===== src/rtl/lpif_pkg.sv =====
/* LPIF link shared definitions
   Flit layout, lane geometry and auto-sync states */

package lpif_pkg;

  ////////////////////////////////////////////////////////////
  // Lane geometry

  // PHY channel count
  localparam int NUM_LANES      = 4;
  // Raw PHY word per channel
  localparam int LANE_W         = 40;
  // Bits 38..1 carry payload, bit 0 strobe, bit 39 marker
  localparam int LANE_PAYLOAD_W = 38;
  // Strobe and marker positions inside a lane word
  localparam int LANE_STB_BIT   = 0;
  localparam int LANE_MRK_BIT   = 39;

  // Flit width, all user fields packed
  localparam int FLIT_W         = 141;
  // Flit zero-extended to fill every lane payload
  localparam int LANE_PAD_W     = NUM_LANES * LANE_PAYLOAD_W;

  // Debug counter width, two counters per status word
  localparam int DBG_CNT_W      = 16;

  ////////////////////////////////////////////////////////////
  // Flit word

  // Field order sets bit position in the lanes
  // Valid sits at bit 0, state at the top
  typedef struct packed {
    logic [3:0]   state;
    logic [1:0]   protid;
    logic [127:0] data;
    logic         dvalid;
    logic [3:0]   crc;
    logic         crc_valid;
    logic         valid;
  } lpif_flit_t;

  ////////////////////////////////////////////////////////////
  // Auto-sync FSM

  // Tx uses all four states
  // Rx skips SYNC_WAIT_Z
  typedef enum logic [1:0] {
    SYNC_IDLE   = 2'd0,
    SYNC_WAIT_Y = 2'd1,
    SYNC_WAIT_Z = 2'd2,
    SYNC_ONLINE = 2'd3
  } sync_state_e;

endpackage


===== src/rtl/link_auto_sync.sv =====
/* Link auto-sync, delays tx/rx online levels by programmable counts
   and opens the persistent strobe ahead of payload */

`timescale 1ns/100ps

module link_auto_sync #(
  parameter int DELAY_W = 16
) (
  input  logic               clk_wr,
  input  logic               rst,

  // Raw online levels
  input  logic               tx_online,
  input  logic               rx_online,

  // Programmable delays
  input  logic [DELAY_W-1:0] delay_x_value,
  input  logic [DELAY_W-1:0] delay_y_value,
  input  logic [DELAY_W-1:0] delay_z_value,

  // Delayed levels to the lane block
  output logic               tx_online_delay,
  output logic               tx_strobe_en,
  output logic               rx_online_delay
);

  lpif_pkg::sync_state_e tx_state;
  lpif_pkg::sync_state_e rx_state;
  logic [DELAY_W-1:0]    tx_cnt;
  logic [DELAY_W-1:0]    rx_cnt;
  logic                  tx_cnt_last;
  logic                  rx_cnt_last;

  // Count of 0 or 1 ends the wait
  // so a zero delay still spends one cycle in its state
  assign tx_cnt_last = (tx_cnt[DELAY_W-1:1] == '0);
  assign rx_cnt_last = (rx_cnt[DELAY_W-1:1] == '0);

  ////////////////////////////////////////////////////////////
  // Tx side, strobe-only words then payload

  always_ff @(posedge clk_wr) begin
    if (rst) begin
      tx_state <= lpif_pkg::SYNC_IDLE;
      tx_cnt   <= '0;
    end else if (!tx_online) begin
      // Link dropped, restart bring-up
      tx_state <= lpif_pkg::SYNC_IDLE;
      tx_cnt   <= '0;
    end else begin
      case (tx_state)
        lpif_pkg::SYNC_IDLE: begin
          tx_state <= lpif_pkg::SYNC_WAIT_Y;
          tx_cnt   <= delay_y_value;
        end
        lpif_pkg::SYNC_WAIT_Y: begin
          if (tx_cnt_last) begin
            tx_state <= lpif_pkg::SYNC_WAIT_Z;
            tx_cnt   <= delay_z_value;
          end else begin
            tx_cnt <= tx_cnt - 1'b1;
          end
        end
        lpif_pkg::SYNC_WAIT_Z: begin
          // Strobe running, payload still held off
          if (tx_cnt_last) begin
            tx_state <= lpif_pkg::SYNC_ONLINE;
          end else begin
            tx_cnt <= tx_cnt - 1'b1;
          end
        end
        default: begin
          tx_state <= lpif_pkg::SYNC_ONLINE;
        end
      endcase
    end
  end

  assign tx_strobe_en    = (tx_state == lpif_pkg::SYNC_WAIT_Z) ||
                           (tx_state == lpif_pkg::SYNC_ONLINE);
  assign tx_online_delay = (tx_state == lpif_pkg::SYNC_ONLINE);

  ////////////////////////////////////////////////////////////
  // Rx side, single wait reusing SYNC_WAIT_Y

  always_ff @(posedge clk_wr) begin
    if (rst) begin
      rx_state <= lpif_pkg::SYNC_IDLE;
      rx_cnt   <= '0;
    end else if (!rx_online) begin
      rx_state <= lpif_pkg::SYNC_IDLE;
      rx_cnt   <= '0;
    end else begin
      case (rx_state)
        lpif_pkg::SYNC_IDLE: begin
          rx_state <= lpif_pkg::SYNC_WAIT_Y;
          rx_cnt   <= delay_x_value;
        end
        lpif_pkg::SYNC_WAIT_Y: begin
          if (rx_cnt_last) begin
            rx_state <= lpif_pkg::SYNC_ONLINE;
          end else begin
            rx_cnt <= rx_cnt - 1'b1;
          end
        end
        default: begin
          // Online holds until rx_online drops
          rx_state <= lpif_pkg::SYNC_ONLINE;
        end
      endcase
    end
  end

  assign rx_online_delay = (rx_state == lpif_pkg::SYNC_ONLINE);

endmodule


===== src/rtl/lpif_flit_pack.sv =====
/* Flit packer, registers upstream user fields into a flit
   and unpacks pushed flits onto the downstream port */

`timescale 1ns/100ps

module lpif_flit_pack (
  input  logic                clk_wr,
  input  logic                rst,

  // Upstream user port
  input  logic [3:0]          ustrm_state,
  input  logic [1:0]          ustrm_protid,
  input  logic [127:0]        ustrm_data,
  input  logic                ustrm_dvalid,
  input  logic [3:0]          ustrm_crc,
  input  logic                ustrm_crc_valid,
  input  logic                ustrm_valid,

  // Received flit from the lanes
  input  lpif_pkg::lpif_flit_t rx_flit,
  input  logic                rx_flit_push,

  // Flit toward the lanes
  output lpif_pkg::lpif_flit_t tx_flit,

  // Downstream user port
  output logic [3:0]          dstrm_state,
  output logic [1:0]          dstrm_protid,
  output logic [127:0]        dstrm_data,
  output logic                dstrm_dvalid,
  output logic [3:0]          dstrm_crc,
  output logic                dstrm_crc_valid,
  output logic                dstrm_valid
);

  lpif_pkg::lpif_flit_t dstrm_q;

  ////////////////////////////////////////////////////////////
  // Upstream pack

  // One register stage, every cycle carries a word
  always_ff @(posedge clk_wr) begin
    tx_flit.state     <= ustrm_state;
    tx_flit.protid    <= ustrm_protid;
    tx_flit.data      <= ustrm_data;
    tx_flit.dvalid    <= ustrm_dvalid;
    tx_flit.crc       <= ustrm_crc;
    tx_flit.crc_valid <= ustrm_crc_valid;
    tx_flit.valid     <= ustrm_valid;
  end

  ////////////////////////////////////////////////////////////
  // Downstream unpack

  // Only pushed flits reach the user port
  // Idle cycles show all zero, no stale data
  always_ff @(posedge clk_wr) begin
    if (rst) begin
      dstrm_q <= '0;
    end else if (rx_flit_push) begin
      dstrm_q <= rx_flit;
    end else begin
      dstrm_q <= '0;
    end
  end

  // Field split
  assign dstrm_state     = dstrm_q.state;
  assign dstrm_protid    = dstrm_q.protid;
  assign dstrm_data      = dstrm_q.data;
  assign dstrm_dvalid    = dstrm_q.dvalid;
  assign dstrm_crc       = dstrm_q.crc;
  assign dstrm_crc_valid = dstrm_q.crc_valid;
  assign dstrm_valid     = dstrm_q.valid;

endmodule


===== src/rtl/lane_concat.sv =====
/* Lane concatenation that spreads flits over four PHY lanes with strobe
   and marker, reassembles received lanes and keeps debug counters */

`timescale 1ns/100ps

module lane_concat (
  input  logic                 clk_wr,
  input  logic                 rst,

  // Transmit flit and auto-sync levels
  input  lpif_pkg::lpif_flit_t tx_flit,
  input  logic                 tx_online_delay,
  input  logic                 tx_strobe_en,
  input  logic                 rx_online_delay,

  // PHY interconnect
  output logic [39:0]          tx_phy0,
  output logic [39:0]          tx_phy1,
  output logic [39:0]          tx_phy2,
  output logic [39:0]          tx_phy3,
  input  logic [39:0]          rx_phy0,
  input  logic [39:0]          rx_phy1,
  input  logic [39:0]          rx_phy2,
  input  logic [39:0]          rx_phy3,

  // Reassembled flit
  output lpif_pkg::lpif_flit_t rx_flit,
  output logic                 rx_flit_push,

  // Debug status
  output logic [31:0]          rx_downstream_debug_status,
  output logic [31:0]          tx_upstream_debug_status
);

  localparam int PW      = lpif_pkg::LANE_PAYLOAD_W;
  localparam int PAD_W   = lpif_pkg::LANE_PAD_W;
  localparam int FLIT_W  = lpif_pkg::FLIT_W;
  localparam int CNT_W   = lpif_pkg::DBG_CNT_W;

  logic [PAD_W-1:0]            tx_pad;
  logic [PAD_W-1:0]            tx_gated;
  logic [PAD_W-1:0]            rx_pad;
  logic [lpif_pkg::LANE_W-1:0] tx_lane_q [lpif_pkg::NUM_LANES];
  logic [lpif_pkg::LANE_W-1:0] rx_lane   [lpif_pkg::NUM_LANES];
  logic [lpif_pkg::LANE_W-1:0] rx_lane_q [lpif_pkg::NUM_LANES];
  logic                        rx_push_q;
  logic [CNT_W-1:0]            rx_flit_cnt;
  logic [CNT_W-1:0]            rx_stb_err_cnt;
  logic [CNT_W-1:0]            tx_flit_cnt;

  // Saturating increment for the debug counters
  function automatic logic [CNT_W-1:0] sat_inc(input logic [CNT_W-1:0] cnt,
                                               input logic en);
    if (en && (cnt != '1)) begin
      return cnt + 1'b1;
    end
    return cnt;
  endfunction

  ////////////////////////////////////////////////////////////
  // Transmit

  // Lane 3 top bits padded with zero
  assign tx_pad   = {{(PAD_W - FLIT_W){1'b0}}, tx_flit};
  // Payload held off until online
  assign tx_gated = tx_pad & {PAD_W{tx_online_delay}};

  always_ff @(posedge clk_wr) begin
    if (rst) begin
      for (int k = 0; k < lpif_pkg::NUM_LANES; k++) begin
        tx_lane_q[k] <= '0;
      end
    end else begin
      // Marker unused
      // Strobe follows auto-sync
      for (int k = 0; k < lpif_pkg::NUM_LANES; k++) begin
        tx_lane_q[k][lpif_pkg::LANE_MRK_BIT] <= 1'b0;
        tx_lane_q[k][PW:1]                   <= tx_gated[k*PW +: PW];
        tx_lane_q[k][lpif_pkg::LANE_STB_BIT] <= tx_strobe_en;
      end
    end
  end

  assign tx_phy0 = tx_lane_q[0];
  assign tx_phy1 = tx_lane_q[1];
  assign tx_phy2 = tx_lane_q[2];
  assign tx_phy3 = tx_lane_q[3];

  ////////////////////////////////////////////////////////////
  // Receive

  assign rx_lane[0] = rx_phy0;
  assign rx_lane[1] = rx_phy1;
  assign rx_lane[2] = rx_phy2;
  assign rx_lane[3] = rx_phy3;

  // Received lane words
  always_ff @(posedge clk_wr) begin
    for (int k = 0; k < lpif_pkg::NUM_LANES; k++) begin
      rx_lane_q[k] <= rx_lane[k];
    end
  end

  // Push lines up with the registered lanes
  // Lane 0 strobe alone qualifies the word
  always_ff @(posedge clk_wr) begin
    if (rst) begin
      rx_push_q <= 1'b0;
    end else begin
      rx_push_q <= rx_online_delay && rx_phy0[lpif_pkg::LANE_STB_BIT];
    end
  end

  // Strip strobe and marker to rebuild the flit
  always_comb begin
    for (int k = 0; k < lpif_pkg::NUM_LANES; k++) begin
      rx_pad[k*PW +: PW] = rx_lane_q[k][PW:1];
    end
  end

  assign rx_flit      = rx_pad[FLIT_W-1:0];
  assign rx_flit_push = rx_push_q;

  ////////////////////////////////////////////////////////////
  // Debug counters

  always_ff @(posedge clk_wr) begin
    if (rst) begin
      rx_flit_cnt    <= '0;
      rx_stb_err_cnt <= '0;
      tx_flit_cnt    <= '0;
    end else begin
      // Pushed flits with valid set
      rx_flit_cnt    <= sat_inc(rx_flit_cnt, rx_push_q && rx_flit.valid);
      // Online cycle but lane 0 strobe missing
      rx_stb_err_cnt <= sat_inc(rx_stb_err_cnt,
                                rx_online_delay && !rx_phy0[lpif_pkg::LANE_STB_BIT]);
      // Valid flits sent with payload open
      tx_flit_cnt    <= sat_inc(tx_flit_cnt, tx_online_delay && tx_flit.valid);
    end
  end

  assign rx_downstream_debug_status = {rx_flit_cnt, rx_stb_err_cnt};
  assign tx_upstream_debug_status   = {tx_flit_cnt, {CNT_W{1'b0}}};

endmodule


===== src/rtl/lpif_link_slave_top.sv =====
/* LPIF link slave top, auto-sync, flit packer and four-lane
   concatenation over a 40-bit-per-channel PHY interconnect */

`timescale 1ns/100ps

module lpif_link_slave_top #(
  parameter int DELAY_W = 16
) (
  input  logic               clk_wr,
  input  logic               rst,

  // Online levels
  input  logic               tx_online,
  input  logic               rx_online,

  // Auto-sync delays
  input  logic [DELAY_W-1:0] delay_x_value,
  input  logic [DELAY_W-1:0] delay_y_value,
  input  logic [DELAY_W-1:0] delay_z_value,

  // Upstream user port
  input  logic [3:0]         ustrm_state,
  input  logic [1:0]         ustrm_protid,
  input  logic [127:0]       ustrm_data,
  input  logic               ustrm_dvalid,
  input  logic [3:0]         ustrm_crc,
  input  logic               ustrm_crc_valid,
  input  logic               ustrm_valid,

  // Downstream user port
  output logic [3:0]         dstrm_state,
  output logic [1:0]         dstrm_protid,
  output logic [127:0]       dstrm_data,
  output logic               dstrm_dvalid,
  output logic [3:0]         dstrm_crc,
  output logic               dstrm_crc_valid,
  output logic               dstrm_valid,

  // PHY interconnect
  output logic [39:0]        tx_phy0,
  output logic [39:0]        tx_phy1,
  output logic [39:0]        tx_phy2,
  output logic [39:0]        tx_phy3,
  input  logic [39:0]        rx_phy0,
  input  logic [39:0]        rx_phy1,
  input  logic [39:0]        rx_phy2,
  input  logic [39:0]        rx_phy3,

  // Debug status
  output logic [31:0]        rx_downstream_debug_status,
  output logic [31:0]        tx_upstream_debug_status
);

  ////////////////////////////////////////////////////////////
  // Internal wires

  logic                 tx_online_delay;
  logic                 tx_strobe_en;
  logic                 rx_online_delay;
  lpif_pkg::lpif_flit_t tx_flit;
  lpif_pkg::lpif_flit_t rx_flit;
  logic                 rx_flit_push;

  ////////////////////////////////////////////////////////////
  // Auto-sync

  link_auto_sync #(
    .DELAY_W (DELAY_W)
  ) u_auto_sync (
    .clk_wr          (clk_wr),
    .rst             (rst),
    .tx_online       (tx_online),
    .rx_online       (rx_online),
    .delay_x_value   (delay_x_value),
    .delay_y_value   (delay_y_value),
    .delay_z_value   (delay_z_value),
    .tx_online_delay (tx_online_delay),
    .tx_strobe_en    (tx_strobe_en),
    .rx_online_delay (rx_online_delay)
  );

  ////////////////////////////////////////////////////////////
  // User side

  lpif_flit_pack u_flit_pack (
    .clk_wr          (clk_wr),
    .rst             (rst),
    .ustrm_state     (ustrm_state),
    .ustrm_protid    (ustrm_protid),
    .ustrm_data      (ustrm_data),
    .ustrm_dvalid    (ustrm_dvalid),
    .ustrm_crc       (ustrm_crc),
    .ustrm_crc_valid (ustrm_crc_valid),
    .ustrm_valid     (ustrm_valid),
    .rx_flit         (rx_flit),
    .rx_flit_push    (rx_flit_push),
    .tx_flit         (tx_flit),
    .dstrm_state     (dstrm_state),
    .dstrm_protid    (dstrm_protid),
    .dstrm_data      (dstrm_data),
    .dstrm_dvalid    (dstrm_dvalid),
    .dstrm_crc       (dstrm_crc),
    .dstrm_crc_valid (dstrm_crc_valid),
    .dstrm_valid     (dstrm_valid)
  );

  ////////////////////////////////////////////////////////////
  // PHY side

  lane_concat u_lane_concat (
    .clk_wr                     (clk_wr),
    .rst                        (rst),
    .tx_flit                    (tx_flit),
    .tx_online_delay            (tx_online_delay),
    .tx_strobe_en               (tx_strobe_en),
    .rx_online_delay            (rx_online_delay),
    .tx_phy0                    (tx_phy0),
    .tx_phy1                    (tx_phy1),
    .tx_phy2                    (tx_phy2),
    .tx_phy3                    (tx_phy3),
    .rx_phy0                    (rx_phy0),
    .rx_phy1                    (rx_phy1),
    .rx_phy2                    (rx_phy2),
    .rx_phy3                    (rx_phy3),
    .rx_flit                    (rx_flit),
    .rx_flit_push               (rx_flit_push),
    .rx_downstream_debug_status (rx_downstream_debug_status),
    .tx_upstream_debug_status   (tx_upstream_debug_status)
  );

endmodule


===== config.mk =====
export PLATFORM = sky130hd
export DESIGN_NAME = lpif_link_slave_top
export DESIGN_NICKNAME = d
export VERILOG_FILES = /design/src/rtl/lpif_pkg.sv /design/src/rtl/link_auto_sync.sv /design/src/rtl/lpif_flit_pack.sv /design/src/rtl/lane_concat.sv /design/src/rtl/lpif_link_slave_top.sv
export SDC_FILE = /design/constraint.sdc
export NUM_CORES = 1
export LEC_CHECK = 0
export BUFFER_PORTS_ARGS = -buffer_cell sky130_fd_sc_hd__buf_2
export CORE_AREA = 2 2 283 285
export CTS_CLUSTER_DIAMETER = 80
export CTS_CLUSTER_SIZE = 20
export DETAILED_ROUTE_END_ITERATION = 8
export DIE_AREA = 0 0 285 287
export SLEW_MARGIN = 20
export SYNTH_ARGS = -nofsm -noshare
export SYNTH_HDL_FRONTEND = slang
export SYNTH_HIERARCHICAL = 1
export SYNTH_SLANG_ARGS = --single-unit

===== constraint.sdc =====
create_clock -name clk_wr -period 2.58 [get_ports clk_wr]
set_clock_uncertainty 0.15 [all_clocks]
set_input_delay 0.516 -clock clk_wr [delete_from_list [all_inputs] [get_ports clk_wr]]
set_output_delay 0.516 -clock clk_wr [all_outputs]
set_load 0.005 [all_outputs]

==> results of run 1 <==
-- routing by layer --
metal | track usage [%] | vias to the layer above | part of all wire [%]
met4 | 6.01 | 6 | 4.1
met1 | 16.3 | 6802 | 42
li1 | - | 7238 | -
met2 | 22.0 | 494 | 47
met3 | 3.63 | 115 | 7.2
met5 | 0 | - | 0.064
-- flip-flops by register name, summed over array words and instances, names as in the netlist, 2 cells and up --
register,cells
u_lane_concat/tx_lane_q,142
u_flit_pack/tx_flit,141
u_lane_concat/rx_lane_q,141
u_flit_pack/dstrm_data,128
u_auto_sync/rx_cnt,16
u_auto_sync/tx_cnt,16
u_lane_concat/rx_flit_cnt,16
u_lane_concat/rx_stb_err_cnt,16
u_lane_concat/tx_flit_cnt,16
u_flit_pack/dstrm_crc,4
u_flit_pack/dstrm_state,4
u_auto_sync/rx_state,2
u_auto_sync/tx_state,2
u_flit_pack/dstrm_protid,2
-- critical path: cells and delay by family, from the launching register on --
family | cells | cell delay [ns]
fa+ha+maj | 1 | 0.17
buf+inv | 2 | 0.33
compound gates | 2 | 0.29
flops | 1 | 0.36
simple gates | 2 | 0.99
-- worst paths after layout --
| kind | start | end | slack, ns | cells past startpoint |
|---|---|---|---|---|
| min reg2reg | u_flit_pack/tx_flit[107]$_DFF_P_ | u_lane_concat/tx_lane_q[2][32]$_SDFF_PP0_ | 0.27 | 1 |
| max | u_auto_sync/tx_state[1]$_SDFFE_PP0P_ | u_auto_sync/tx_cnt[4]$_SDFFE_PP0P_ | 0.20 | 7 |
| min | delay_y_value[0] | u_auto_sync/tx_cnt[0]$_SDFFE_PP0P_ | 0.06 | 3 |
| max reg2reg | u_auto_sync/tx_state[1]$_SDFFE_PP0P_ | u_auto_sync/tx_cnt[4]$_SDFFE_PP0P_ | 0.20 | 7 |
-- per-stage QoR --
| stage | setup slack (ns) | instances |
|---|---|---|
| 5_1_grt | 0.0475 | 3587 |
| 6_report | 0.205 | 3587 |
| 3_3_place_gp | 0.273 | 3242 |
| 3_5_place_dp | 0.225 | 3242 |
| 2_1_floorplan | 0.213 | 1604 |
| 4_1_cts | 0.221 | 3585 |
-- Yosys cell counts, types with 4 or more instances --
cell type / instances
sky130_fd_sc_hd__a211oi_1: 14
sky130_fd_sc_hd__a21oi_1: 58
sky130_fd_sc_hd__a221oi_1: 6
sky130_fd_sc_hd__a31oi_1: 4
sky130_fd_sc_hd__and2_1: 146
sky130_fd_sc_hd__and3_1: 5
sky130_fd_sc_hd__and3b_1: 141
sky130_fd_sc_hd__and4_1: 6
sky130_fd_sc_hd__buf_2: 13
sky130_fd_sc_hd__buf_4: 37
sky130_fd_sc_hd__buf_6: 22
sky130_fd_sc_hd__clkbuf_1: 33
sky130_fd_sc_hd__clkbuf_8: 5
sky130_fd_sc_hd__dfxtp_1: 650
sky130_fd_sc_hd__ha_1: 11
sky130_fd_sc_hd__inv_1: 16
sky130_fd_sc_hd__mux2_2: 9
sky130_fd_sc_hd__mux2i_1: 4
sky130_fd_sc_hd__nand2_1: 50
sky130_fd_sc_hd__nand2b_1: 9
sky130_fd_sc_hd__nand3_1: 24
sky130_fd_sc_hd__nand3_2: 5
sky130_fd_sc_hd__nand4_1: 20
sky130_fd_sc_hd__nor2_1: 52
sky130_fd_sc_hd__nor2b_1: 16
sky130_fd_sc_hd__nor3_1: 12
sky130_fd_sc_hd__nor4_1: 17
sky130_fd_sc_hd__nor4_4: 5
sky130_fd_sc_hd__o211ai_1: 10
sky130_fd_sc_hd__o21ai_0: 28
sky130_fd_sc_hd__o22ai_1: 7
sky130_fd_sc_hd__o31ai_1: 19
sky130_fd_sc_hd__o32ai_1: 8
sky130_fd_sc_hd__o41ai_1: 4
sky130_fd_sc_hd__or2_2: 4
sky130_fd_sc_hd__or3_1: 14
sky130_fd_sc_hd__or4_1: 17
sky130_fd_sc_hd__xnor2_1: 6
sky130_fd_sc_hd__xor2_1: 5
-- area by class of cell --
cell class,instances,area (µm²)
Antenna cell,2,5.00
Clock inverter,14,216
Multi-Input combinational cell,823,5650
Fill cell,7754,50700
Sequential cell,650,13000
Timing Repair Buffer,985,6510
Clock buffer,47,1160
Inverter,16,60.1
Tap cell,1050,1310
-- power groups by stage --
| stage | sequential (mW) | clock (mW) | combinational [mW] |
|---|---|---|---|
| 2_1_floorplan | 10.6 | 0 | 0.723 |
| 3_3_place_gp | 10.7 | 0 | 1.13 |
| 3_5_place_dp | 10.7 | 0 | 1.13 |
| 4_1_cts | 10.5 | 7.37 | 1.50 |
| 5_1_grt | 10.5 | 7.68 | 1.65 |
| 6_report | 10.5 | 7.11 | 1.51 |
-- cell families (layout without fill, tap and decap cells) --
kind of cell | after synthesis | in the layout
AO/OA/AOI/OAI | 189 | 189
XOR/XNOR | 11 | 11
adder cells (fa/ha/maj) | 11 | 11
buffers and inverters | 131 | 1062
flip-flops | 650 | 650
multiplexers | 16 | 16
other | 1 | 33
AND/OR/NAND/NOR | 565 | 565
==> results by stage, run 1 <==
Run status:
- The run finished with clean final reports.

Finish:
- The most frequent standard cell in the layout excluding fill and tap cells is sky130_fd_sc_hd__buf_2.
- The finished cells cover 27900 µm².
- In the final layout, the share of cells above drive strength 1 is 32.1%.
- From synthesis to final layout, the design area changed by 43.9%.
- At the end of the flow the core is filled with cells to 35.5%.
- In the final design database the tool counted 2885 nets.
- The library cells used most frequently in the layout, excluding fill and tap cells, are sky130_fd_sc_hd__buf_2 (667), sky130_fd_sc_hd__dfxtp_1 (649), sky130_fd_sc_hd__dlygate4sd3_1 (282).

Floorplanning:
- In this run the count of I/O pins placed on the die edge is 718.
- The die covers 81800 µm².
- The core outline area is 78600 µm².
- The overall die width is 285 µm.
- The die boundary height is 287 µm.
- For this configuration, the core starts out at a cell density of 24.7%.
- The row count is 103.

Timing:
- The final worst-path cycle share is 92.1%.
- Setup repair after global routing left no endpoint under its margin.
- The max-slew violation count is 0.
- The actual slew at the worst max-slew pin is 0.607 ns.
- The minimum clock period after layout is 2.38 ns.
- The worst hold slack is 0.0598 ns.
- Setup violations remaining at the end of the flow were counted as 0.
- Summed over all failing endpoints, the final setup total negative slack is 0 ns.
- The number of hold-slack violations in the final timing report was 0.
- Based on the critical path, the design can be clocked at up to 0.421 GHz.
- Measured against its own limit, the worst slew margin works out to 59.2%.

Route:
- The violation count after the first detailed-routing iteration is 595.
- The iteration count of the initial detailed-routing pass is 4.
- After detailed routing, the total wire length is 58100 µm.
- The remaining antenna violation count after routing is 0.
- In the routed design, unresolved DRC markers number 0.
- The via count normalized by instance count is 4.09.
- The routed length per placed instance is 16.2 µm.
- The routed layout has 14.7k vias.

Yosys:
- The adder-cell share of the synthesized area is 0.709%.
- The register bit total from synthesis is 650.
- Multiplexer cells account for 0.902% of the synthesized area.
- After synthesis, the largest family of logic cells by area is simple AND/OR/NAND/NOR gates.
- The post-synthesis area per instance is 12.3 µm².
- The post-synthesis cell type count is 80.
- The netlist area before placement is 19400 µm².
- The share of the Yosys chip area taken by registers is 67.0%.
- The warning count from the yosys run is 6.
- The post-synthesis simple-gate area fraction is 19.7%.
- The cell type contributing the most total cell area after synthesis is sky130_fd_sc_hd__dfxtp_1.
- Summed over its instances, the top area cell type makes up 67.0% of the synthesized netlist area.
- The proportion of synthesized flip-flops having asynchronous set or reset is 0%.
- The xor-xnor portion of the synthesized cell area is 0.496%.
- Ranked by total cell area, the synthesized netlist is headed by sky130_fd_sc_hd__dfxtp_1 (67%), sky130_fd_sc_hd__and3b_1 (6.4%), sky130_fd_sc_hd__and2_1 (4.7%).
- The number of synthesized flops with an enable pin is 0.
- Among all flip-flop cells after synthesis, the most frequent one is sky130_fd_sc_hd__dfxtp_1.
- Synthesis handed over a netlist of 1574 instances.
- The synthesized netlist devotes 6.63% of its cell area to compound gates.

Power and ir drop:
- Net switching is 23.8% of the power.
- In this run the power spent charging and discharging nets is 4.54 mW.
- Summed over all cells, the static leakage comes to 13.2 nW.
- Total power for the finished layout comes to 19.1 mW.
- The share of total power dissipated in combinational logic is 7.9%.
- Of the total power, the clock network draws 37.3%.
- The internal portion of the total power is 14.5 mW.
- Across the VDD grid, the largest voltage drop is 0.455 mV.
- The total power divided by cell area is 683 nW/µm².
- The fraction of power consumed by sequential logic is 54.8%.

Place:
- The number of buffer cells added on primary ports is 668.
- The post-place instance area is 23700 µm².
- The weighted congestion reported at the end of routability-driven placement is 0.855.
- The detailed placer's ending HPWL is 40800 µm.

GRT:
- The largest net degree at the start of global routing is 133.
- For this run the aggregate overflow at the end of global routing stands at 0.
- The via count of the first global-routing pass came to 14.8k.
- The initial antenna violation count is 8.
- The combined global-route utilization of all metal layers is 13.4%.
- The first global-routing pass estimated 86000 µm of wire.

Setup path:
- The critical path endpoint category is a flip-flop.
- The worst setup path is launched from a flip-flop.
- STA puts the critical path data arrival time at 2.74 ns.
- The worst stage delay on the critical path is 0.63 ns.
- The critical path class is reg2reg.
- The largest driver fanout on the critical path is 5.
- The critical path goes through inv_1 -> ha_1 -> or4b_2 -> nor4_4 -> buf_4 -> a221oi_1 -> o22ai_1.
- On the critical path, the stage with the largest delay is an instance of sky130_fd_sc_hd__or4b_2.
- At the worst endpoint, the required time is 2.95 ns.

Clock tree:
- The clock reaches the later pin of the worst-skew pair after 0.59 ns.
- The count of buffers added by post-CTS timing repair for setup is 0.
- The tree is rooted in a sky130_fd_sc_hd__clkbuf_16.
- The number of buffers between clock root and the deepest sink is 3.
- The count of hold-fix buffers inserted at cts is 282.
- CTS saw 650 sinks.
- In this run, post-CTS repair resized a total of 0 instances.
- The TritonCTS clock tree is done.
- Clock-pin slew was measured on the worst setup and hold paths at 0.09 ns.
- In this run, CTS created clock tree buffers numbering 45.
- The depth of the CTS H-tree is 2.

Hold path:
- The path category of the worst min-delay check is in2reg.

Flow run:
- Across the run, the number of max-cap violations was 0.
Power figures use the tool's default switching activity.
==> run 2, diff against run 1 <==
==> constraint.sdc (replaced) <==
create_clock -name clk_wr -period 2.2 [get_ports clk_wr]
set_clock_uncertainty 0.15 [all_clocks]
set_input_delay 0.44 -clock clk_wr [delete_from_list [all_inputs] [get_ports clk_wr]]
set_output_delay 0.44 -clock clk_wr [all_outputs]
set_load 0.005 [all_outputs]
==> run 2 against run 1 <==
  * Sequential power is 16% higher
  * Wire length is 0.76% higher
  * Combinational power is 28% higher
  * Critical path type unchanged
  * Largest power group unchanged
  * Highest routed layer unchanged
==> results by stage, run 2 (synthesized netlist as in run 1, its figures left out) <==
Floorplanning:
- The die boundary height is 287 µm (unchanged).
- The full die area is 81800 µm² (unchanged).
- The core outline area is 78600 µm² (unchanged).
- The top-level I/O count is 718 (unchanged).
- The overall die width is 285 µm (unchanged).
- The starting density of the core came to 24.7% (unchanged).
- The row count came to 103 (unchanged).

Power and ir drop:
- The maximum ir drop on the vdd rail came to 0.574 mV (+26%).
- The total power divided by cell area is 781 nW/µm² (+14%).
- The leakage power is 13.5 nW (+2.3%).

Setup path:
- The worst setup path is captured at a flip-flop.
- The signal on the critical path passes through or4_1 -> or3_4 -> o31ai_1 -> nor3b_1 -> o21ai_0.
- The data required time of the worst path came to 2.52 ns (-0.43 ns).
- The setup slack of the worst register-to-register path came to 0.05 ns (-0.15 ns).
- The largest driver fanout on the critical path was 5 (unchanged).
- The start point of the critical path is u_auto_sync/rx_cnt[5]$_SDFFE_PP0P_.
- The signal arrival time at the worst endpoint is 2.46 ns (-0.28 ns).
- The master of the slowest instance on the critical path is sky130_fd_sc_hd__or4_1.
- The path depth of the worst reg2reg path is 5 (-2).
- In this run the critical register-to-register path is captured at u_auto_sync/rx_cnt[15]$_SDFFE_PP0P_.
- The startpoint of the worst register-to-register path is u_auto_sync/rx_cnt[5]$_SDFFE_PP0P_.
- The most critical setup path has its endpoint at u_auto_sync/rx_cnt[15]$_SDFFE_PP0P_.
- The critical path class is reg2reg.
- The worst stage delay on the critical path is 0.59 ns (-0.04 ns).
- The category of the worst setup path launch point is a flip-flop.

Finish:
- The filler cell count in the final layout was 7640 (-1.5%).
- The core utilization of the finished layout is 36.2% (+0.66 points).
- The area growth from synthesis to final layout is 46.6%.
- The multi-input logic area is 5690 µm² (+0.78%).
- The post-route cell area is 28500 µm² (+1.9%).
- The flip-flop count of the largest register, all copies and words added came to 142 (unchanged).
- In the final layout, the registers with the most flip-flops are u_lane_concat/tx_lane_q x142, u_flit_pack/tx_flit x141, u_lane_concat/rx_lane_q x141.
- The net count of the finished layout is 2953 (+2.4%).
- The filler-free cell count of the finished design came to 3658 (+2.0%).
- The most frequent standard cell in the layout excluding fill and tap cells is sky130_fd_sc_hd__buf_2.
- The sequential cell area is 13000 µm² (about the same).
- The fraction of layout instances using a drive strength above 1 is 33.8% (+1.7 points).
- The library cells used most frequently in the layout, excluding fill and tap cells, are sky130_fd_sc_hd__buf_2 (667), sky130_fd_sc_hd__dfxtp_1 (647), sky130_fd_sc_hd__dlygate4sd3_1 (295).
- Counting flops per register, the top entry is u_lane_concat/tx_lane_q.

Place:
- The number of buffer cells added on primary ports came to 668 (unchanged).
- The weighted congestion reported at the end of routability-driven placement is 0.847 (-0.91%).
- The detailed placer's ending HPWL was 41700 µm (+2.2%).
- The post-place instance area is 24100 µm² (+1.6%).
- The number of cells in the design after placement came to 3295 (+1.6%).

Route:
- The remaining antenna violation count after routing is 0 (unchanged).
- The violation count after the first detailed-routing iteration was 621 (+4.4%).
- The count of unresolved DRC violations after routing was 0 (unchanged).
- The number of vias after detailed routing is 15.1k (+2.9%).
- The iteration count of the initial detailed-routing pass is 5 (+1).
- The total length of routed wires is 58500 µm (+0.76%).
- The routed length per placed instance came to 16.0 µm (-1.2%).
- The via count normalized by instance count is 4.12 (+0.88%).

Timing:
- The setup-violating endpoint count in the final report is 0 (unchanged).
- The minimum clock period after layout is 2.15 ns (-0.229 ns).
- The number of hold-slack violations in the final timing report is 0 (unchanged).
- The actual slew at the worst max-slew pin is 0.570 ns (-0.0378 ns).
- The headroom to the max-slew limit is 61.7% (+2.5 points).
- The timing-limited maximum frequency is 0.466 GHz (+11%).
- Setup repair after global routing could not meet its margin everywhere.
- The final worst-path cycle share was 97.6% (+5.5 points).
- The total negative setup slack is 0 ns (unchanged).
- The max-slew violation count is 0 (unchanged).

GRT:
- The global-route wire length before repair was 87200 µm (+1.5%).
- The global-route congestion overflow total is 0 (unchanged).
- The combined global-route utilization of all metal layers came to 13.5% (+0.15 points).
- The via count of the first global-routing pass is 15.1k (+1.9%).
- The initial antenna violation count came to 8 (unchanged).
- The largest net degree at the start of global routing is 63 (-53%).

Clock tree:
- The number of buffers between clock root and the deepest sink was 3 (unchanged).
- The CTS sink count came to 650 (unchanged).
- The TritonCTS clock tree is done.
- The clock latency reported for the late side of the worst-skew pair came to 0.58 ns (about the same).
- The total clock buffers created by CTS was 44 (-2.2%).
- The clock transition time at the flip-flop clock pins of the worst setup and hold paths is 0.08 ns (about the same).
- The root buffer cell chosen for the clock tree is sky130_fd_sc_hd__clkbuf_16.
- The depth of the CTS H-tree is 2 (unchanged).

Flow run:
- The max-cap check violation count is 0 (unchanged).

Run status:
- The run finished with clean final reports.

Hold path:
- The min-delay analysis places its worst path in the category in2reg.
==> run 2: cell type report <==
type / count / share of cell area [%]
tap: 1050 / 4.62
sequential: 650 / 45.7
antenna: 4 / 0.0352
inverter: 16 / 0.211
clock inverter: 14 / 0.642
multi-input combinational: 823 / 20.0
timing repair buffer: 1054 / 24.7
clock buffer: 47 / 4.02
==> run 2: report_power, final <==
part | total [mW] | switching [mW] | internal (mW)
combinational | 1.94 | 0.855 | 1.09
clock | 8.05 | 4.21 | 3.84
sequential | 12.2 | 0.144 | 12.1
==> run 2: worst min-delay path by stage <==
stage / depth (start not counted) / from / to
5_1_grt: 3 / delay_z_value[6] / u_auto_sync/tx_cnt[6]$_SDFFE_PP0P_
6_report: 3 / rx_phy0[0] / u_lane_concat/rx_flit_push$_SDFF_PP0_
3_3_place_gp: 1 / u_flit_pack/tx_flit[128]$_DFF_P_ / u_lane_concat/tx_lane_q[3][15]$_SDFF_PP0_
2_1_floorplan: 1 / u_flit_pack/tx_flit[9]$_DFF_P_ / u_lane_concat/tx_lane_q[0][10]$_SDFF_PP0_
4_1_cts: 3 / delay_z_value[5] / u_auto_sync/tx_cnt[5]$_SDFFE_PP0P_
3_5_place_dp: 1 / u_flit_pack/tx_flit[100]$_DFF_P_ / u_lane_concat/tx_lane_q[2][25]$_SDFF_PP0_
==> run 2: timing repair <==
action                     4_1_cts  5_1_grt
resized for setup                2       12
pin swaps                        1        6
hold endpoints to repair       296        0
setup buffers                    0        3
cloned                           0        0
hold buffers                   295        0
setup endpoints to repair        3       26
==> run 2: per-layer routing <==
layer	share of wire (%)	GRT usage, %	routed length, µm	vias up
met5	0.10	0	59	-
met1	41	16.1	23900	7067
li1	-	-	-	7374
met3	6.9	3.49	4040	109
met2	49	23.5	28600	519
met4	3.3	4.74	1920	8
==> run 2: critical path, delay by kind of cell, from the launching register on <==
| kind | cells | cell delay (ns) |
|---|---|---|
| AND/OR/NAND/NOR | 3 | 1.20 |
| flip-flops | 1 | 0.36 |
| AO/OA/AOI/OAI | 2 | 0.33 |
==> run 2: through the flow <==
stage	worst slack, ns	hold WS [ns]	power, mW
after detailed placement	-0.0124	0.260	14.0
final	0.0537	0.0413	22.2
after global routing	-0.0137	0.0336	23.2
after global placement	0.0149	0.257	13.9
after floorplan	0.0118	0.256	13.3
after CTS	0.0170	0.00208	22.5
==> run 3, diff against run 2 <==
==> constraint.sdc (replaced) <==
create_clock -name clk_wr -period 2.2 [get_ports clk_wr]
set_clock_uncertainty 0.15 [all_clocks]
set_input_delay 0.44 -clock clk_wr [delete_from_list [all_inputs] [get_ports clk_wr]]
set_output_delay 0.44 -clock clk_wr [all_outputs]
set_load 0.05 [all_outputs]
==> run 3 against run 2 <==
  * Wire length rose by 4.7%
  * Register-to-register slack hardly changed
  * Highest routed layer unchanged
  * Critical endpoint is now u_auto_sync/tx_cnt[1]$_SDFFE_PP0P_
  * Via count shrank 0.66%
  * Die area is the same
  * Global-route usage up 0.71 points
  * Utilization about the same
  * Non-clock buffer count is 7 lower
  * Sequential power hardly changed
==> results by stage, run 3 (synthesized netlist as in run 1, its figures left out) <==
Floorplanning:
- The row count is 103 (unchanged).
- The starting density of the core is 24.7% (unchanged).
- The top-level I/O count is 718 (unchanged).
- The full die area is 81800 µm² (unchanged).
- The core outline area is 78600 µm² (unchanged).
- The overall die width was 285 µm (unchanged).
- The die boundary height is 287 µm (unchanged).

Place:
- The detailed placer's ending HPWL was 44600 µm (+6.8%).
- The number of cells in the design after placement is 3291 (-0.12%).
- The number of buffer cells added on primary ports is 668 (unchanged).
- The weighted congestion reported at the end of routability-driven placement is 0.866 (+2.2%).

Clock tree:
- The CTS sink count is 650 (unchanged).
- The clock transition time at the flip-flop clock pins of the worst setup and hold paths is 0.08 ns (about the same).
- The TritonCTS clock tree is done.
- The total clock buffers created by CTS came to 45 (+2.3%).
- The depth of the CTS H-tree is 2 (unchanged).
- The tree is rooted in a sky130_fd_sc_hd__clkbuf_16.
- The clock latency reported for the late side of the worst-skew pair came to 0.60 ns (+0.02 ns).
- The number of buffers between clock root and the deepest sink came to 3 (unchanged).

Route:
- The via count normalized by instance count is 4.10 (-0.58%).
- The total length of routed wires is 61300 µm (+4.7%).
- The remaining antenna violation count after routing is 0 (unchanged).
- The count of unresolved DRC violations after routing is 0 (unchanged).
- The iteration count of the initial detailed-routing pass is 5 (unchanged).
- The violation count after the first detailed-routing iteration came to 517 (-17%).
- The routed length per placed instance is 16.8 µm (+4.8%).
- The number of vias after detailed routing is 15.0k (-0.66%).

Hold path:
- The path class of the tightest hold or removal check is in2reg.

Timing:
- The total negative setup slack is 0 ns (unchanged).
- The actual slew at the worst max-slew pin is 0.736 ns (+0.166 ns).
- The timing-limited maximum frequency was 0.463 GHz (-0.68%).
- The headroom to the max-slew limit was 50.9% (-11 points).
- The number of hold-slack violations in the final timing report was 0 (unchanged).
- Setup repair after global routing left no endpoint under its margin.
- The minimum clock period after layout is 2.16 ns (+0.0146 ns).
- The worst hold slack came to 0.0465 ns (+0.00523 ns).
- The setup-violating endpoint count in the final report came to 0 (unchanged).
- The max-slew violation count is 0 (unchanged).
- The final worst-path cycle share is 98.2% (+0.66 points).

Setup path:
- The worst register-to-register path ends at u_auto_sync/tx_cnt[1]$_SDFFE_PP0P_.
- The most critical setup path has its endpoint at u_auto_sync/tx_cnt[1]$_SDFFE_PP0P_.
- The path depth of the worst reg2reg path is 6 (+1).
- In this run the critical register-to-register path is launched from u_auto_sync/tx_cnt[10]$_SDFFE_PP0P_.
- The largest driver fanout on the critical path is 4 (-1).
- The signal arrival time at the worst endpoint is 2.47 ns (about the same).
- The setup slack of the worst register-to-register path was 0.04 ns (about the same).
- The critical path endpoint category is a flip-flop.
- In this run the worst setup path begins at u_auto_sync/tx_cnt[10]$_SDFFE_PP0P_.
- The category of the worst setup path launch point is a flip-flop.
- The critical path is of the reg2reg type.
- The data required time of the worst path came to 2.51 ns (about the same).

GRT:
- The combined global-route utilization of all metal layers came to 14.2% (+0.71 points).
- The initial antenna violation count is 10 (+2).
- The via count of the first global-routing pass is 15.1k (-0.15%).
- The global-route wire length before repair is 90100 µm (+3.3%).
- The global-route congestion overflow total is 0 (unchanged).
- The largest net degree at the start of global routing is 142 (+130%).

Finish:
- The most frequent standard cell in the layout excluding fill and tap cells is sky130_fd_sc_hd__buf_2.
- The filler-free cell count of the finished design is 3655 (-0.082%).
- The net count of the finished layout is 2947 (-0.20%).
- In the final layout, the registers with the most flip-flops are u_lane_concat/tx_lane_q x142, u_flit_pack/tx_flit x141, u_lane_concat/rx_lane_q x141.
- The register containing the most flip-flops in the final layout is u_lane_concat/tx_lane_q.
- The area growth from synthesis to final layout is 46.7% (about the same).
- The fraction of layout instances using a drive strength above 1 is 33.8% (+0.090 points).
- In the layout the commonest cells are sky130_fd_sc_hd__buf_2 (667), sky130_fd_sc_hd__dfxtp_1 (644), sky130_fd_sc_hd__dlygate4sd3_1 (294).
- The flip-flop count of the largest register, all copies and words added is 142 (unchanged).

Power and ir drop:
- The total power divided by cell area is 800 nW/µm² (+2.4%).
- The post-route total power is 22.8 mW (+2.4%).
- The leakage power was 13.5 nW (+0.15%).
- The maximum ir drop on the vdd rail is 0.690 mV (+20%).

Run status:
- The run finished with clean final reports.

Flow run:
- The max-cap check violation count is 0 (unchanged).
run 3: cell types whose count changed in the layout (fill, tap and decap cells not counted), moves of 2 or more:
cell / delta
sky130_fd_sc_hd__dfxtp_2: +3
sky130_fd_sc_hd__clkinv_4: +2
sky130_fd_sc_hd__dfxtp_1: -3
sky130_fd_sc_hd__inv_16: +3
sky130_fd_sc_hd__clkinv_8: -3
sky130_fd_sc_hd__clkinvlp_4: -4
sky130_fd_sc_hd__buf_4: -5
sky130_fd_sc_hd__inv_8: +2
run 3: timing repair:
| item | 4_1_cts | 5_1_grt |
|---|---|---|
| hold endpoints to repair | 292 | 0 |
| hold buffers | 294 | 0 |
| setup endpoints to repair | 2 | 32 |
| setup buffers | 0 | 1 |
| pin swaps | 2 | 5 |
| resized for setup | 3 | 14 |
run 3: per-layer routing:
metal,up-vias,global-route usage (%),share of wire (%)
met5,-,0,0.039
met4,4,5.01,3.1
met3,96,4.14,7.6
met2,493,24.0,48
met1,7004,17.2,42
li1,7380,-,-
run 3: how the worst min path moves through the flow:
stage / start / end / slack [ns] / cells past startpoint
after floorplan: u_flit_pack/tx_flit[9]$_DFF_P_ / u_lane_concat/tx_lane_q[0][10]$_SDFF_PP0_ / 0.26 / 1
after global placement: u_flit_pack/tx_flit[131]$_DFF_P_ / u_lane_concat/tx_lane_q[3][18]$_SDFF_PP0_ / 0.26 / 1
after detailed placement: u_flit_pack/tx_flit[75]$_DFF_P_ / u_lane_concat/tx_lane_q[1][38]$_SDFF_PP0_ / 0.26 / 1
after CTS: delay_z_value[4] / u_auto_sync/tx_cnt[4]$_SDFFE_PP0P_ / 0.002 / 3
after global routing: delay_z_value[4] / u_auto_sync/tx_cnt[4]$_SDFFE_PP0P_ / 0.01 / 3
final: delay_x_value[15] / u_auto_sync/rx_cnt[15]$_SDFFE_PP0P_ / 0.05 / 3
run 3: layout make-up:
| type | instances | area, µm² |
|---|---|---|
| timing repair buffer | 1047 | 6970 |
| clock inverter | 15 | 201 |
| antenna | 5 | 12.5 |
| tap | 1050 | 1310 |
| clock buffer | 49 | 1180 |
| sequential | 650 | 13000 |
| inverter | 16 | 60.1 |
| multi-input combinational | 823 | 5710 |
| fill | 7742 | 50100 |
run 3: critical path, stage by stage, from the launching register on:
cell and delay, ns:
sky130_fd_sc_hd__dfxtp_1 0.36, sky130_fd_sc_hd__or4_4 0.62, sky130_fd_sc_hd__nor4_4 0.33, sky130_fd_sc_hd__buf_4 0.18, sky130_fd_sc_hd__nor3b_1 0.05, sky130_fd_sc_hd__a311oi_1 0.23
sky130_fd_sc_hd__o32ai_1 0.12
run 3: power by group:
group / internal, mW / total [mW] / switching, mW
Clock: 4.09 / 8.36 / 4.27
Sequential: 12.1 / 12.3 / 0.160
Combinational: 1.09 / 2.15 / 1.06
Total: 17.3 / 22.8 / 5.49
run 3: per-stage QoR:
stage               setup WS [ns]  util [%]  area, µm²
CTS                       0.00188      36.1      28400
floorplan                  0.0112         -      19500
global route              0.00155      36.2      28500
finish                     0.0391      36.2      28500
detailed placement        -0.0330      30.6      24100
global placement          -0.0147      30.6      24100
